### config.mk
export PLATFORM = sky130hd
export DESIGN_NAME = xphy_rx_top
export DESIGN_NICKNAME = d
export VERILOG_FILES = /design/src/source/xphy_rx_pkg.sv /design/src/source/rx_cable_monitor.sv /design/src/source/rx_gearbox_map.sv /design/src/source/rx_reset_sequencer.sv /design/src/source/xphy_rx_top.sv
export SDC_FILE = /design/constraint.sdc
export NUM_CORES = 1
export LEC_CHECK = 0
export BUFFER_PORTS_ARGS = -buffer_cell sky130_fd_sc_hd__buf_2
export CORE_UTILIZATION = 50
export CTS_CLUSTER_SIZE = 12
export DETAILED_ROUTE_END_ITERATION = 10
export PLACE_DENSITY = 0.78
export SLEW_MARGIN = 40
export SYNTH_ARGS = -nofsm -noshare
export SYNTH_HDL_FRONTEND = slang
export SYNTH_SLANG_ARGS = --single-unit
### constraint.sdc
create_clock -name gt0_rxusrclk2_i -period 5.8 [get_ports gt0_rxusrclk2_i]
set_clock_uncertainty 0.2 [all_clocks]
set_input_delay 0.29 -clock gt0_rxusrclk2_i [delete_from_list [all_inputs] [get_ports gt0_rxusrclk2_i]]
set_output_delay 0.29 -clock gt0_rxusrclk2_i [all_outputs]
set_load 0.1 [all_outputs]
### src/source/xphy_rx_pkg.sv
// 10GBASE-R receive housekeeping package with widths, idle patterns and timing constants
package xphy_rx_pkg;

   // ----------------------------------------
   // Datapath widths
   // ----------------------------------------
   localparam int GT_DATA_W         = 32;
   localparam int RXC_W             = 8;
   localparam int HDR_W             = 2;
   localparam int BUFSTATUS_W       = 3;
   localparam int BUFSTATUS_ERR_BIT = 2;
   localparam int NIBBLE_W          = 4;

   // Lowest bit of the watched nibble in the mapped word
   localparam int SAMPLE_LO         = 4;

   // Nibble values seen on the line when no cable is attached
   localparam logic [NIBBLE_W-1:0] IDLE_PAT_A = 4'b1010;
   localparam logic [NIBBLE_W-1:0] IDLE_PAT_B = 4'b0101;
   localparam logic [NIBBLE_W-1:0] IDLE_PAT_Z = 4'b0000;

   // ----------------------------------------
   // Watchdog and reset timing, in rxusrclk2 cycles
   // ----------------------------------------
   localparam int PULL_WINDOW    = 64;
   localparam int PULL_GOOD_RUN  = 2;
   localparam int UNPULL_WINDOW  = 256;
   localparam int UNPULL_EVENTS  = 16;
   localparam int RXRESET_PULSE  = 4;
   localparam int RXUSERRDY_WAIT = 20;
   localparam int SYNC_STAGES    = 2;

   // Counter widths derived from the timing above
   localparam int PULL_CNT_W  = $clog2(PULL_WINDOW + 1);
   localparam int RUN_CNT_W   = $clog2(PULL_GOOD_RUN + 1);
   localparam int WIN_CNT_W   = $clog2(UNPULL_WINDOW);
   localparam int EVT_CNT_W   = $clog2(UNPULL_EVENTS + 1);
   localparam int PULSE_CNT_W = $clog2(RXRESET_PULSE + 1);
   localparam int WAIT_CNT_W  = $clog2(RXUSERRDY_WAIT);

   typedef logic [PULL_CNT_W-1:0]  pull_cnt_t;
   typedef logic [RUN_CNT_W-1:0]   run_cnt_t;
   typedef logic [WIN_CNT_W-1:0]   win_cnt_t;
   typedef logic [EVT_CNT_W-1:0]   evt_cnt_t;
   typedef logic [PULSE_CNT_W-1:0] pulse_cnt_t;
   typedef logic [WAIT_CNT_W-1:0]  wait_cnt_t;

endpackage

### src/source/rx_cable_monitor.sv
// Cable pull and re-plug watchdogs that request a GT RX reset and gate signal detect
`timescale 1ns/1ps

module rx_cable_monitor
(
   input  logic                                gt0_rxusrclk2_i,
   input  logic                                rst_i,
   input  logic [xphy_rx_pkg::NIBBLE_W-1:0]    rx_nibble_i,
   input  logic                                rx_resetdone_i,
   input  logic                                signal_detect_i,
   input  logic                                rxreset_ack_i,
   output logic                                rxreset_req_o,
   output logic                                cable_pulled_o,
   output logic                                signal_detect_o
);

   logic [xphy_rx_pkg::NIBBLE_W-1:0] nibble_prev_q;
   logic                             sample_good;
   logic                             frozen;
   logic                             watch_en;
   logic                             pulled_q;
   logic                             req_q;

   xphy_rx_pkg::pull_cnt_t pull_wdog_q;
   xphy_rx_pkg::run_cnt_t  good_run_q;
   xphy_rx_pkg::win_cnt_t  unpull_win_q;
   xphy_rx_pkg::evt_cnt_t  unpull_evt_q;

   // ----------------------------------------
   // Sample classification
   // ----------------------------------------
   // A live link toggles the nibble, a pulled cable shows a fixed or idle-like value
   assign sample_good = (rx_nibble_i != xphy_rx_pkg::IDLE_PAT_A) &&
                        (rx_nibble_i != xphy_rx_pkg::IDLE_PAT_B) &&
                        (rx_nibble_i != xphy_rx_pkg::IDLE_PAT_Z) &&
                        (rx_nibble_i != nibble_prev_q);

   // Watchdogs hold still during the whole req/ack exchange
   assign frozen   = req_q | rxreset_ack_i;
   assign watch_en = !frozen && rx_resetdone_i;

   always_ff @(posedge gt0_rxusrclk2_i or posedge rst_i)
   begin
      if (rst_i)
      begin
         nibble_prev_q <= '0;
      end
      else
      begin
         nibble_prev_q <= rx_nibble_i;
      end
   end

   // ----------------------------------------
   // Pull and re-plug watchdogs
   // ----------------------------------------
   always_ff @(posedge gt0_rxusrclk2_i or posedge rst_i)
   begin
      if (rst_i)
      begin
         pulled_q     <= 1'b0;
         req_q        <= 1'b0;
         pull_wdog_q  <= xphy_rx_pkg::pull_cnt_t'(xphy_rx_pkg::PULL_WINDOW);
         good_run_q   <= '0;
         unpull_win_q <= xphy_rx_pkg::win_cnt_t'(xphy_rx_pkg::UNPULL_WINDOW - 1);
         unpull_evt_q <= '0;
      end
      else
      begin
         // Drop the request once the sequencer has answered
         if (req_q && rxreset_ack_i)
         begin
            req_q <= 1'b0;
         end

         if (watch_en && !pulled_q)
         begin
            // Attached: expire without proof of a live cable
            if (pull_wdog_q == '0)
            begin
               req_q        <= 1'b1;
               pulled_q     <= 1'b1;
               pull_wdog_q  <= xphy_rx_pkg::pull_cnt_t'(xphy_rx_pkg::PULL_WINDOW);
               good_run_q   <= '0;
               unpull_win_q <= xphy_rx_pkg::win_cnt_t'(xphy_rx_pkg::UNPULL_WINDOW - 1);
               unpull_evt_q <= '0;
            end
            else if (sample_good &&
                     good_run_q == xphy_rx_pkg::run_cnt_t'(xphy_rx_pkg::PULL_GOOD_RUN - 1))
            begin
               pull_wdog_q <= xphy_rx_pkg::pull_cnt_t'(xphy_rx_pkg::PULL_WINDOW);
               good_run_q  <= '0;
            end
            else
            begin
               pull_wdog_q <= pull_wdog_q - 1'b1;
               // Only consecutive good samples count
               if (sample_good)
               begin
                  good_run_q <= good_run_q + 1'b1;
               end
               else
               begin
                  good_run_q <= '0;
               end
            end
         end
         else if (watch_en && pulled_q)
         begin
            // Pulled: enough good samples inside one window mean the cable is back
            if (unpull_evt_q == xphy_rx_pkg::evt_cnt_t'(xphy_rx_pkg::UNPULL_EVENTS))
            begin
               req_q        <= 1'b1;
               pulled_q     <= 1'b0;
               unpull_win_q <= xphy_rx_pkg::win_cnt_t'(xphy_rx_pkg::UNPULL_WINDOW - 1);
               unpull_evt_q <= '0;
               pull_wdog_q  <= xphy_rx_pkg::pull_cnt_t'(xphy_rx_pkg::PULL_WINDOW);
               good_run_q   <= '0;
            end
            else if (unpull_win_q == '0)
            begin
               // Window over, start counting again
               unpull_win_q <= xphy_rx_pkg::win_cnt_t'(xphy_rx_pkg::UNPULL_WINDOW - 1);
               unpull_evt_q <= '0;
            end
            else
            begin
               unpull_win_q <= unpull_win_q - 1'b1;
               if (sample_good)
               begin
                  unpull_evt_q <= unpull_evt_q + 1'b1;
               end
            end
         end
      end
   end

   assign rxreset_req_o   = req_q;
   assign cable_pulled_o  = pulled_q;

   // PCS sees no signal while the cable is considered pulled
   assign signal_detect_o = signal_detect_i & ~pulled_q;

endmodule

### src/source/rx_gearbox_map.sv
// Receive mapping from transceiver bit order to PCS order with packed control byte
`timescale 1ns/1ps

module rx_gearbox_map
(
   input  logic                                  gt0_rxusrclk2_i,
   input  logic                                  rst_i,
   input  logic [xphy_rx_pkg::GT_DATA_W-1:0]     gt_rxdata_i,
   input  logic [xphy_rx_pkg::HDR_W-1:0]         gt_rxheader_i,
   input  logic                                  gt_rxheadervalid_i,
   input  logic                                  gt_rxdatavalid_i,
   output logic [xphy_rx_pkg::GT_DATA_W-1:0]     pcs_rxd_o,
   output logic [xphy_rx_pkg::RXC_W-1:0]         pcs_rxc_o,
   output logic [xphy_rx_pkg::NIBBLE_W-1:0]      rx_nibble_o
);

   logic [xphy_rx_pkg::GT_DATA_W-1:0] rxd_rev;
   logic [xphy_rx_pkg::RXC_W-1:0]     rxc_packed;
   logic [xphy_rx_pkg::GT_DATA_W-1:0] rxd_q;
   logic [xphy_rx_pkg::RXC_W-1:0]     rxc_q;

   // Transceiver sends MSB first, PCS expects bit 0 first
   always_comb
   begin
      for (int i = 0; i < xphy_rx_pkg::GT_DATA_W; i++)
      begin
         rxd_rev[i] = gt_rxdata_i[xphy_rx_pkg::GT_DATA_W - 1 - i];
      end
   end

   // Upper bits unused, header bits swapped into PCS order
   assign rxc_packed = {{(xphy_rx_pkg::RXC_W - 4){1'b0}},
                        gt_rxheadervalid_i,
                        gt_rxdatavalid_i,
                        gt_rxheader_i[0],
                        gt_rxheader_i[1]};

   // ----------------------------------------
   // Single register stage toward the PCS
   // ----------------------------------------
   always_ff @(posedge gt0_rxusrclk2_i or posedge rst_i)
   begin
      if (rst_i)
      begin
         rxd_q <= '0;
         rxc_q <= '0;
      end
      else
      begin
         rxd_q <= rxd_rev;
         rxc_q <= rxc_packed;
      end
   end

   assign pcs_rxd_o   = rxd_q;
   assign pcs_rxc_o   = rxc_q;

   // Nibble watched by the cable monitor
   assign rx_nibble_o = rxd_q[xphy_rx_pkg::SAMPLE_LO +: xphy_rx_pkg::NIBBLE_W];

endmodule

### src/source/rx_reset_sequencer.sv
// GT RX reset sequencing with lock handling, RXUSERRDY delay and elastic-buffer reset
`timescale 1ns/1ps

module rx_reset_sequencer
(
   input  logic                                  gt0_rxusrclk2_i,
   input  logic                                  rst_i,
   input  logic                                  qplllock_i,
   input  logic                                  gt_rxresetdone_i,
   input  logic [xphy_rx_pkg::BUFSTATUS_W-1:0]   gt_rxbufstatus_i,
   input  logic                                  rxreset_req_i,
   output logic                                  rxreset_ack_o,
   output logic                                  rx_resetdone_o,
   output logic                                  gtrxreset_o,
   output logic                                  rxuserrdy_o,
   output logic                                  rxbufreset_o
);

   logic [xphy_rx_pkg::SYNC_STAGES-1:0] lock_sync_q;
   logic [xphy_rx_pkg::SYNC_STAGES-1:0] done_sync_q;
   logic                                lock_s;
   logic                                done_s;
   logic                                req_start;
   logic                                gtrxreset_d;
   logic                                gtrxreset_q;
   logic                                ack_q;
   logic                                rxuserrdy_q;
   logic                                rxbufreset_q;

   xphy_rx_pkg::pulse_cnt_t pulse_cnt_q;
   xphy_rx_pkg::wait_cnt_t  wait_cnt_q;

   // ----------------------------------------
   // Synchronizers for lock and reset-done
   // ----------------------------------------
   always_ff @(posedge gt0_rxusrclk2_i or posedge rst_i)
   begin
      if (rst_i)
      begin
         lock_sync_q <= '0;
         done_sync_q <= '0;
      end
      else
      begin
         lock_sync_q <= {lock_sync_q[xphy_rx_pkg::SYNC_STAGES-2:0], qplllock_i};
         done_sync_q <= {done_sync_q[xphy_rx_pkg::SYNC_STAGES-2:0], gt_rxresetdone_i};
      end
   end

   assign lock_s = lock_sync_q[xphy_rx_pkg::SYNC_STAGES-1];
   assign done_s = done_sync_q[xphy_rx_pkg::SYNC_STAGES-1];

   // A monitor request waits out any lock-loss reset
   assign req_start   = rxreset_req_i && !ack_q && (pulse_cnt_q == '0) && lock_s;
   assign gtrxreset_d = !lock_s || req_start ||
                        (pulse_cnt_q > xphy_rx_pkg::pulse_cnt_t'(1));

   // ----------------------------------------
   // Reset pulse and req/ack handshake
   // ----------------------------------------
   always_ff @(posedge gt0_rxusrclk2_i or posedge rst_i)
   begin
      if (rst_i)
      begin
         pulse_cnt_q <= '0;
         ack_q       <= 1'b0;
         gtrxreset_q <= 1'b0;
      end
      else
      begin
         gtrxreset_q <= gtrxreset_d;
         if (req_start)
         begin
            pulse_cnt_q <= xphy_rx_pkg::pulse_cnt_t'(xphy_rx_pkg::RXRESET_PULSE);
         end
         else if (pulse_cnt_q != '0)
         begin
            pulse_cnt_q <= pulse_cnt_q - 1'b1;
         end

         // Ack comes as the pulse ends and stays until req is withdrawn
         if (pulse_cnt_q == xphy_rx_pkg::pulse_cnt_t'(1))
         begin
            ack_q <= 1'b1;
         end
         else if (ack_q && !rxreset_req_i)
         begin
            ack_q <= 1'b0;
         end
      end
   end

   // ----------------------------------------
   // RXUSERRDY delay after reset release
   // ----------------------------------------
   always_ff @(posedge gt0_rxusrclk2_i or posedge rst_i)
   begin
      if (rst_i)
      begin
         wait_cnt_q  <= '0;
         rxuserrdy_q <= 1'b0;
      end
      else if (gtrxreset_d)
      begin
         wait_cnt_q  <= '0;
         rxuserrdy_q <= 1'b0;
      end
      else if (!gtrxreset_q)
      begin
         if (wait_cnt_q == xphy_rx_pkg::wait_cnt_t'(xphy_rx_pkg::RXUSERRDY_WAIT - 1))
         begin
            rxuserrdy_q <= 1'b1;
         end
         else
         begin
            wait_cnt_q <= wait_cnt_q + 1'b1;
         end
      end
   end

   // Elastic buffer reset on over or underflow once the GT is out of reset
   always_ff @(posedge gt0_rxusrclk2_i or posedge rst_i)
   begin
      if (rst_i)
      begin
         rxbufreset_q <= 1'b0;
      end
      else
      begin
         rxbufreset_q <= gt_rxbufstatus_i[xphy_rx_pkg::BUFSTATUS_ERR_BIT] && done_s;
      end
   end

   assign rxreset_ack_o  = ack_q;
   assign rx_resetdone_o = done_s;
   assign gtrxreset_o    = gtrxreset_q;
   assign rxuserrdy_o    = rxuserrdy_q;
   assign rxbufreset_o   = rxbufreset_q;

endmodule

### src/source/xphy_rx_top.sv
// 10GBASE-R receive housekeeping top joining mapping, cable monitor and reset sequencer
`timescale 1ns/1ps

module xphy_rx_top
(
   input  logic                                  gt0_rxusrclk2_i,
   input  logic                                  rst_i,
   input  logic [xphy_rx_pkg::GT_DATA_W-1:0]     gt_rxdata_i,
   input  logic [xphy_rx_pkg::HDR_W-1:0]         gt_rxheader_i,
   input  logic                                  gt_rxheadervalid_i,
   input  logic                                  gt_rxdatavalid_i,
   input  logic [xphy_rx_pkg::BUFSTATUS_W-1:0]   gt_rxbufstatus_i,
   input  logic                                  gt_rxresetdone_i,
   input  logic                                  qplllock_i,
   input  logic                                  signal_detect_i,
   output logic [xphy_rx_pkg::GT_DATA_W-1:0]     pcs_rxd_o,
   output logic [xphy_rx_pkg::RXC_W-1:0]         pcs_rxc_o,
   output logic                                  signal_detect_o,
   output logic                                  cable_pulled_o,
   output logic                                  rx_resetdone_o,
   output logic                                  gtrxreset_o,
   output logic                                  rxuserrdy_o,
   output logic                                  rxbufreset_o
);

   logic [xphy_rx_pkg::NIBBLE_W-1:0] rx_nibble;
   logic                             rxreset_req;
   logic                             rxreset_ack;
   logic                             rx_resetdone;

   rx_gearbox_map rx_gearbox_map_i
   (
      .gt0_rxusrclk2_i    (gt0_rxusrclk2_i),
      .rst_i              (rst_i),
      .gt_rxdata_i        (gt_rxdata_i),
      .gt_rxheader_i      (gt_rxheader_i),
      .gt_rxheadervalid_i (gt_rxheadervalid_i),
      .gt_rxdatavalid_i   (gt_rxdatavalid_i),
      .pcs_rxd_o          (pcs_rxd_o),
      .pcs_rxc_o          (pcs_rxc_o),
      .rx_nibble_o        (rx_nibble)
   );

   // Monitor and sequencer talk over a four-phase req/ack
   rx_cable_monitor rx_cable_monitor_i
   (
      .gt0_rxusrclk2_i (gt0_rxusrclk2_i),
      .rst_i           (rst_i),
      .rx_nibble_i     (rx_nibble),
      .rx_resetdone_i  (rx_resetdone),
      .signal_detect_i (signal_detect_i),
      .rxreset_ack_i   (rxreset_ack),
      .rxreset_req_o   (rxreset_req),
      .cable_pulled_o  (cable_pulled_o),
      .signal_detect_o (signal_detect_o)
   );

   rx_reset_sequencer rx_reset_sequencer_i
   (
      .gt0_rxusrclk2_i  (gt0_rxusrclk2_i),
      .rst_i            (rst_i),
      .qplllock_i       (qplllock_i),
      .gt_rxresetdone_i (gt_rxresetdone_i),
      .gt_rxbufstatus_i (gt_rxbufstatus_i),
      .rxreset_req_i    (rxreset_req),
      .rxreset_ack_o    (rxreset_ack),
      .rx_resetdone_o   (rx_resetdone),
      .gtrxreset_o      (gtrxreset_o),
      .rxuserrdy_o      (rxuserrdy_o),
      .rxbufreset_o     (rxbufreset_o)
   );

   assign rx_resetdone_o = rx_resetdone;

endmodule

; Yosys cells after proc, flatten, opt, wreduce, memory -nomap -nowiden
; Cells that the tools add are included.
[word_totals]
out_inout_bits = 46
in_bits = 44
register_bits = 80
[classes]
n_mux = 41
n_lt_le_gt_ge = 1
eq_ne = 10
bitwise_logic = 3
n_addsub = 6
n_reduce_logical = 37
[op_table]
columns = op, n
row1 = $mux W5, 9
row2 = $mux W8, 5
row3 = $mux W7, 5
row4 = $mux W1, 14
row5 = $logic_and A1 B1 Y1, 13
row6 = $mux W2, 6
row7 = $add A5 B1 Y5 const B, 2
row8 = $eq A5 B5 Y1 const B, 2
row9 = $reduce_bool A2 Y1, 5
row10 = $logic_not A8 Y1, 1
row11 = $reduce_and A2 Y1, 4
row12 = $reduce_bool A4 Y1, 2
row13 = $sub A8 B1 Y8 const B, 1
row14 = $logic_not A7 Y1, 1
row15 = $sub A7 B1 Y7 const B, 1
row16 = $mux W3, 2
row17 = $reduce_and A3 Y1, 2
row18 = $logic_not A1 Y1, 5
row19 = $ne A2 B1 Y1 const B, 2
row20 = $ne A4 B3 Y1 const B, 1
row21 = $ne A4 B4 Y1, 1
row22 = $ne A4 B4 Y1 const B, 1
row23 = $eq A3 B1 Y1 const B, 1
row24 = $gt A3 B1 Y1 const B, 1
row25 = 10 further kinds, 11

; Depth between registers and ports, before layout
; Gate-level depths: netlist of run 1.
[depth]
ltp_word = 9
depth_mapped = 8

; Modules after synthesis
; From an unflattened synthesis of run 1, not the netlist that was laid out.
[hier_totals]
cells_unflattened = 264
hier_area_um2 = 3223.1
[by_module_without_submodules]
columns = module, n_inst, seq_area_each_um2, area_each_um2, cells_each
row1 = rx_cable_monitor, 1, 711.9, 1560.2, 160
row2 = rx_gearbox_map, 1, 900.9, 968.4, 46
row3 = rx_reset_sequencer, 1, 400.4, 694.4, 58

; Worst setup path after synthesis of run 1
; Ideal clock, no wire load.
[synth_path]
kind = register to output
from = register rx_cable_monitor_i.pulled_q (netlist: rx_cable_monitor_i.cable_pulled_o)
to = output signal_detect_o
t_arrival_ns = 2.262
path_slack_ns = 3.048
stages_incl_launch_ff = 2
cell_sequence = dfrtp_1 -> nor2b_1
[synth_via]
elab_chain_len = 2
[synth_rtl]
columns = element, line_no
row1 = "start, declared", rx_cable_monitor.sv:21  ; logic pulled_q;
row2 = "start signal, assigned", rx_cable_monitor.sv:61  ; pulled_q <= 1'b0;
row3 = "start signal, assigned", rx_cable_monitor.sv:82  ; pulled_q <= 1'b1;
row4 = "start signal, assigned", rx_cable_monitor.sv:114  ; pulled_q <= 1'b0;
row5 = $not A1 Y1, rx_cable_monitor.sv:142  ; assign signal_detect_o = signal_detect_i & ~pulled_q;
row6 = $and A1 B1 Y1, rx_cable_monitor.sv:142
row7 = "end, declared", xphy_rx_top.sv:18  ; output logic signal_detect_o,
; No other way between the ends.

; Worst setup path in the final report of run 1
[layout_path]
from = register rx_cable_monitor_i.unpull_evt_q[0]
to = register rx_cable_monitor_i.unpull_win_q[6]
[layout_via]
elab_chain_len = 4
[layout_rtl]
columns = element, line_no
row1 = "start, declared", rx_cable_monitor.sv:27  ; xphy_rx_pkg::evt_cnt_t unpull_evt_q;
row2 = "start signal, assigned", rx_cable_monitor.sv:131  ; unpull_evt_q <= unpull_evt_q + 1'b1;
row3 = $eq A5 B5 Y1, rx_cable_monitor.sv:111  ; if (unpull_evt_q == xphy_rx_pkg::evt_cnt_t'(xphy_rx_pkg::UNPULL_EVENTS))
row4 = $mux W8, rx_cable_monitor.sv:111
row5 = $mux W8, rx_cable_monitor.sv:108  ; else if (watch_en && pulled_q)
row6 = $mux W8, rx_cable_monitor.sv:76  ; if (watch_en && !pulled_q)
row7 = "end signal, assigned", rx_cable_monitor.sv:85  ; unpull_win_q <= xphy_rx_pkg::win_cnt_t'(xphy_rx_pkg::UNPULL_WINDOW - 1);
row8 = "end signal, assigned", rx_cable_monitor.sv:115  ; unpull_win_q <= xphy_rx_pkg::win_cnt_t'(xphy_rx_pkg::UNPULL_WINDOW - 1);
row9 = "end signal, assigned", rx_cable_monitor.sv:123  ; unpull_win_q <= xphy_rx_pkg::win_cnt_t'(xphy_rx_pkg::UNPULL_WINDOW - 1);
row10 = "end, declared", rx_cable_monitor.sv:26  ; xphy_rx_pkg::win_cnt_t unpull_win_q;
; No other way between the ends. The select of a mux whose other input is x is not followed.
; A chain may end at the register's enable or synchronous reset.

==> results.py, run 1 <==
metrics = {
    "setup_path": {
        "reg2reg_from": "rx_cable_monitor_i.unpull_evt_q[0]",
        "worstPathMaxFanout": 11,
        "crit_arrival_ns": 2.56,
        "endpoint_kind": "register",
        "reg2reg_setup_slack_ns": 3.32,
        "critical_path_class": "register to register",
        "cp.required_ns": 5.88,
        "worstReg2RegEnd": "rx_cable_monitor_i.unpull_win_q[6]",
        "start_kind": "register",
        "r2r_cells": 7,
    },
    "detailed_routing": {
        "vias": 2440,
        "drc_errors": 0,
        "routed_wl_mm": 7.007,
        "vias_per_cell": 5.137,
        "drt.antenna.violating_nets": 0,
        "drt_iter0_drc": 127,
        "wl_per_cell_um": 14.75,
        "drt_pre_antenna_iters": 4,
    },
    "synth": {
        "synth_edf_count": 0,
        "ys_warn_count": 0,
        "async_flop_share_pct": 100.0,
        "syn_area_mm2": 0.003157,
        "ys.flop_type": "dfrtp_1",
        "avgSynthCellArea_um2": 12.05,
        "ys_seq_area_share_pct": 63.77,
        "synth_cell_type_count": 51,
        "synthCells": 262,
        "postSynthRegisterBits": 80,
    },
    "timing": {
        "setup_ws_ns": 3.321,
        "final_hold_viol_count": 0,
        "tns_ns": 0,
        "max_freq_mhz": 403.3,
        "min_period_ns": 2.479,
        "tightest_slew_ns": 0.6721,
        "final-setup-viol-count": 0,
        "rsz0062_at_grt": "false",
        "maxSlewViolCount": 0,
        "max_slew_margin_pct": 55.19,
        "fin_crit_sh_pct": 42.75,
    },
    "hold_path": {
        "worst_hold_path.endpoint": "rx_reset_sequencer_i.lock_sync_q[1]",
        "hold_path_class": "register to register",
        "min_from": "rx_reset_sequencer_i.lock_sync_q[0]",
        "whs_path_depth": 0,
    },
    "cells_and_area": {
        "finalCoreUtilization_pct": 70.95,
        "final_cell_mix": "buf_2 (83), dfrtp_1 (71), dlygate4sd3_1 (40)",
        "syn_to_final_growth_pct": 34.64,
        "nFillCells": 405,
        "insertedDiodeCount": 0,
        "layout_commonest_cell": "buf_2",
        "nNetsFinal": 450,
        "final_layout_size_suffix_gt1_share_pct": 28.50,
    },
    "clock_tree": {
        "numCtsBuffers": 9,
        "cts.root.buffer_cell": "clkbuf_8",
        "insertion_delay_ns": 0.36,
        "cts_resized": 0,
        "cts.clk_slew.worst_paths_ns": 0.08,
        "cts.sinks": 80,
        "clockBufferDepth": 2,
        "h-tree-depth": 3,
        "cts_tree": "yes",
        "cts_hold_buf": 40,
        "post-cts-setup-buffer-count": 0,
    },
    "grt": {
        "grt_pass1_vias": 2561,
        "grt_overflow_total": 0,
        "antenna_found_initial": 0,
        "grt_usage_pct": 23.80,
        "grt_pass1_wl_mm": 11.56,
        "grt_max_degree": 57,
    },
    "placed_design": {
        "port_buffers": 83,
        "dp_hpwl_mm": 4.114,
        "dpl_worst_slack_ns": 3.345,
        "gp_congestion": 0.7892,
    },
    "power_and_ir_drop": {
        "clkPwrFrac_pct": 22.3,
        "power_density_mw_per_mm2": 435.3,
        "p_sw_share_pct": 39.84,
        "leakage_nw": 1.969,
        "ir_drop_mv": 0.3422,
        "cellInternalPower_w": 0.001113,
        "combPwrFrac_pct": 34.8,
        "pwr-share-seq_pct": 42.9,
        "p_switching_w": 0.0007371,
    },
    "floorplanning": {
        "rows": 28,
        "die_x_um": 81.46,
        "die-area_mm2": 0.006635,
        "start_util_pct": 52.69,
        "io_pins": 90,
        "core_mm2": 0.005991,
        "die_h_um": 81.46,
    },
    "outcome": {
        "status": "complete, no violations",
    },
    "job": {
        "drv_cap": 0,
    },
}
## cells by family after synthesis
| family | count (synthesis) | synth area share, % |
|---|---|---|
| AND/OR/NAND/NOR | 86 | 13.79 |
| AO/OA/AOI/OAI | 51 | 11.10 |
| multiplexers | 4 | 1.348 |
| flip-flops | 80 | 63.77 |
| XOR/XNOR | 10 | 2.774 |
| other | 1 | 0.1188 |
| buffers and inverters | 19 | 2.735 |
| adder cells (fa/ha/maj) | 11 | 4.360 |
## metrics by stage
step	total power, W	instance area, um2	instances	hold slack (ns)
final	0.001850	4250	475	0.1501
after global routing	0.001963	4250	475	0.1559
after global placement	0.001381	3651	419	0.1313
after floorplan	0.001276	3168	265	0.1214
after CTS	0.001850	4250	475	0.1527
after detailed placement	0.001420	3651	419	0.1356
## critical path, cell delays in order (launching register included)
cell,delay [ns]
dfrtp_1,0.40
inv_1,0.09
ha_1,0.23
and4bb_2,0.26
nor2_1,0.20
nand3_1,0.39
o41a_1,0.50
o21bai_1,0.16
## how the worst max path moves through the flow
stage / end / slack [ns] / startpoint
CTS: rx_cable_monitor_i.unpull_win_q[6] / 3.33 / rx_cable_monitor_i.unpull_evt_q[0]
global route: rx_cable_monitor_i.unpull_win_q[6] / 3.21 / rx_cable_monitor_i.unpull_evt_q[0]
global placement: rx_cable_monitor_i.unpull_win_q[6] / 3.44 / rx_cable_monitor_i.unpull_evt_q[0]
floorplan: signal_detect_o / 3.05 / rx_cable_monitor_i.cable_pulled_o
detailed placement: rx_cable_monitor_i.unpull_win_q[6] / 3.35 / rx_cable_monitor_i.unpull_evt_q[0]
finish: rx_cable_monitor_i.unpull_win_q[6] / 3.32 / rx_cable_monitor_i.unpull_evt_q[0]
## Yosys cell counts (2+ instances only)
master / instances / share of area, %
mux2i_1: 2 / 0.63
xor2_1: 4 / 1.1
ha_1: 11 / 4.4
or3_1: 2 / 0.40
nor2b_1: 7 / 1.4
a41oi_1: 2 / 0.55
a31oi_1: 2 / 0.40
nor2_1: 22 / 2.6
buf_4: 4 / 0.95
dfstp_2: 9 / 7.5
a21oi_1: 3 / 0.48
nor4_1: 2 / 0.40
nor3_1: 7 / 1.1
nand3_1: 12 / 1.9
o31ai_1: 2 / 0.48
mux2_2: 2 / 0.71
o22ai_1: 2 / 0.40
nand2_1: 21 / 2.5
xnor2_1: 6 / 1.7
nand4_1: 2 / 0.40
dfrtp_1: 71 / 56
o21ai_1: 3 / 0.48
o22a_1: 4 / 1.1
o21ai_0: 18 / 2.9
inv_1: 14 / 1.7
a21o_1: 2 / 0.48
nor3b_1: 2 / 0.48
## per-layer routing
layer  track usage [%]  vias to the layer above  part of all wire [%]
li1                  -                     1173                     -
met4             6.786                        0                  0.87
met1             26.97                     1176                    40
met5                 0                        -                     0
met3             9.222                       11                   7.1
met2             41.50                       80                    52
## power by group through the flow
stage	Combinational, W	Sequential, W	Clock (W)
2_1_floorplan	0.000362	0.000914	0
3_3_place_gp	0.000590	0.000790	0
3_5_place_dp	0.000621	0.000799	0
4_1_cts	0.000642	0.000790	0.000418
5_1_grt	0.000707	0.000811	0.000446
6_report	0.000644	0.000794	0.000413
## area by class of cell
class | instances | area (um2) | share of cell area (%)
multi-input combinational | 166 | 1069 | 25.14
tap | 75 | 93.84 | 2.208
inverter | 14 | 52.55 | 1.236
clock buffer | 12 | 145.1 | 3.415
clock inverter | 4 | 53.80 | 1.266
timing repair buffer | 124 | 823.3 | 19.37
sequential | 80 | 2013 | 47.37
## sequential cells by signal, indices dropped and copies added (netlist names), 2 cells and up
register and flops:
rx_reset_sequencer_i.wait_cnt_q 5, rx_gearbox_map_i.pcs_rxc_o 4, rx_gearbox_map_i.pcs_rxd_o 32, rx_cable_monitor_i.unpull_evt_q 5, rx_reset_sequencer_i.done_sync_q 2, rx_reset_sequencer_i.pulse_cnt_q 3, rx_cable_monitor_i.good_run_q 2, rx_cable_monitor_i.unpull_win_q 8
rx_reset_sequencer_i.lock_sync_q 2, rx_cable_monitor_i.pull_wdog_q 7, rx_cable_monitor_i.nibble_prev_q 4
Note: power is estimated with default switching activity, not from simulation.
==> run 2: changes to the inputs <==
- clock period: 5.8 -> 2.43 ns (I/O delays scaled with it)
==> results.py, run 2 (same netlist as run 1, synthesis figures left out) <==
metrics = {
    "grt": {
        "grt_pass1_vias": 2411,
        "grt_usage_pct": 23.51,
        "grt_max_degree": 81,
        "antenna_found_initial": 0,
        "grt_overflow_total": 0,
        "grt_pass1_wl_mm": 11.38,
    },
    "clock_tree": {
        "cts_resized": 0,
        "cts.root.buffer_cell": "clkbuf_8",
        "clockBufferDepth": 2,
        "cts.clk_slew.worst_paths_ns": 0.08,
        "h-tree-depth": 3,
        "insertion_delay_ns": 0.34,
        "numCtsBuffers": 9,
        "cts.sinks": 80,
        "cts_tree": "yes",
    },
    "job": {
        "drv_cap": 0,
    },
    "detailed_routing": {
        "vias": 2486,
        "drt_iter0_drc": 123,
        "routed_wl_mm": 7.233,
        "drt.antenna.violating_nets": 0,
        "drc_errors": 0,
        "vias_per_cell": 5.201,
        "drt_pre_antenna_iters": 4,
        "wl_per_cell_um": 15.13,
    },
    "cells_and_area": {
        "final_cells": 478,
        "final_cell_mix": "buf_2 (83), dfrtp_1 (71), dlygate4sd3_1 (40)",
        "largest_reg_flops": 32,
        "nNetsFinal": 453,
        "fin_area_mm2": 0.004307,
        "final_layout_size_suffix_gt1_share_pct": 29.53,
        "layout_commonest_cell": "buf_2",
        "syn_to_final_growth_pct": 36.42,
        "nFillCells": 405,
        "insertedDiodeCount": 0,
    },
    "floorplanning": {
        "die_h_um": 81.46,
        "start_util_pct": 52.69,
        "die-area_mm2": 0.006635,
        "die_x_um": 81.46,
        "rows": 28,
        "io_pins": 90,
        "core_mm2": 0.005991,
    },
    "power_and_ir_drop": {
        "ir_drop_mv": 0.7141,
        "pwr-share-seq_pct": 41.6,
        "p_sw_share_pct": 39.16,
        "p_switching_w": 0.001784,
        "combPwrFrac_pct": 34.9,
        "clkPwrFrac_pct": 23.5,
        "leakage_nw": 2.003,
        "cellInternalPower_w": 0.002772,
        "power_density_mw_per_mm2": 1058,
    },
    "placed_design": {
        "dp_hpwl_mm": 4.020,
        "port_buffers": 83,
        "gp_congestion": 0.7713,
        "placed_cells": 422,
        "dpl_cell_area_mm2": 0.003689,
    },
    "setup_path": {
        "endpoint_kind": "register",
        "cp.required_ns": 2.51,
        "cpPeakStageDelay_ns": 0.39,
        "critical_path_class": "register to register",
        "worst-path-buf-inv": 2,
        "start_kind": "register",
        "cp_slowest_cell": "dfrtp_1",
        "crit_arrival_ns": 2.25,
        "cp_top_family": "simple AND/OR/NAND/NOR gates",
        "path_cells": "inv_1 -> ha_1 -> and4bb_2 -> nor2_1 -> nand3_1 -> buf_4 -> o32ai_1 -> a211o_1",
        "worstPathMaxFanout": 10,
    },
    "hold_path": {
        "hold_path_class": "register to register",
    },
    "timing": {
        "max_slew_margin_pct": 61.18,
        "max_freq_mhz": 460.0,
        "maxSlewViolCount": 0,
        "final-setup-viol-count": 0,
        "final_hold_viol_count": 0,
        "tightest_slew_ns": 0.5784,
        "min_period_ns": 2.174,
        "rsz0062_at_grt": "false",
        "fin_crit_sh_pct": 89.45,
    },
    "outcome": {
        "status": "complete, no violations",
    },
}
## run 2: changes by cell type in the layout (fill, tap and decap cells not counted), sizes merged
| cell | delta |
|---|---|
| clkbuf | -2 |
| buf | +3 |
| inv | +1 |
| clkinvlp | -1 |
| clkinv | +1 |
| bufinv | +1 |
## run 2: layout make-up
class / instances / area (um2) / share of cell area [%]
Clock buffer: 10 / 127.6 / 2.963
Tap cell: 75 / 93.84 / 2.179
Sequential cell: 80 / 2013 / 46.75
Inverter: 14 / 52.55 / 1.220
Timing Repair Buffer: 127 / 858.3 / 19.93
Clock inverter: 6 / 90.09 / 2.092
Multi-Input combinational cell: 166 / 1071 / 24.87
## run 2: final timing paths
| kind | depth (start not counted) | end | slack, ns | startpoint |
|---|---|---|---|---|
| min in group asynchronous | 4 | rx_gearbox_map_i.pcs_rxd_o[24] | 0.23 | rst_i |
| worst min-delay path | 0 | rx_reset_sequencer_i.lock_sync_q[1] | 0.16 | rx_reset_sequencer_i.lock_sync_q[0] |
| max in group asynchronous | 4 | rx_cable_monitor_i.unpull_win_q[1] | 1.44 | rst_i |
| worst max-delay path | 8 | rx_cable_monitor_i.unpull_evt_q[2] | 0.26 | rx_cable_monitor_i.unpull_evt_q[0] |
| worst min register to register | 0 | rx_reset_sequencer_i.lock_sync_q[1] | 0.16 | rx_reset_sequencer_i.lock_sync_q[0] |
| worst max register to register | 8 | rx_cable_monitor_i.unpull_evt_q[2] | 0.26 | rx_cable_monitor_i.unpull_evt_q[0] |
## run 2: metrics by stage
stage               total power, W  hold WS [ns]  TNS [ns]  util (%)  setup WS, ns
finish                    0.004555        0.1569         0     71.89        0.2563
global route              0.004813        0.1679         0     71.89       0.07023
CTS                       0.004532        0.1548         0     71.89        0.2511
detailed placement        0.003420       0.03081         0     61.57        0.2851
global placement          0.003348       0.02875         0     61.57        0.3542
floorplan                 0.003049      -0.04707  -0.09148         -      -0.03268
## run 2: routing by layer
layer / share of wire [%] / global-route usage, %
met5: 0 / 0
met4: 2.2 / 10.18
met3: 4.5 / 5.556
met2: 52 / 40.25
met1: 41 / 28.25
## run 2: power by group through the flow
stage	Combinational [W]	Clock, W	Sequential (W)
2_1_floorplan	0.000865	0	0.00218
3_3_place_gp	0.00146	0	0.00189
3_5_place_dp	0.00151	0	0.00191
4_1_cts	0.00156	0.00108	0.00189
5_1_grt	0.00172	0.00115	0.00194
6_report	0.00159	0.00107	0.00190
## run 2: timing repair
action                     4_1_cts  5_1_grt
setup endpoints to repair        0        0
hold endpoints to repair       116        0
hold buffers                    40        0
buffers inserted                 0        0
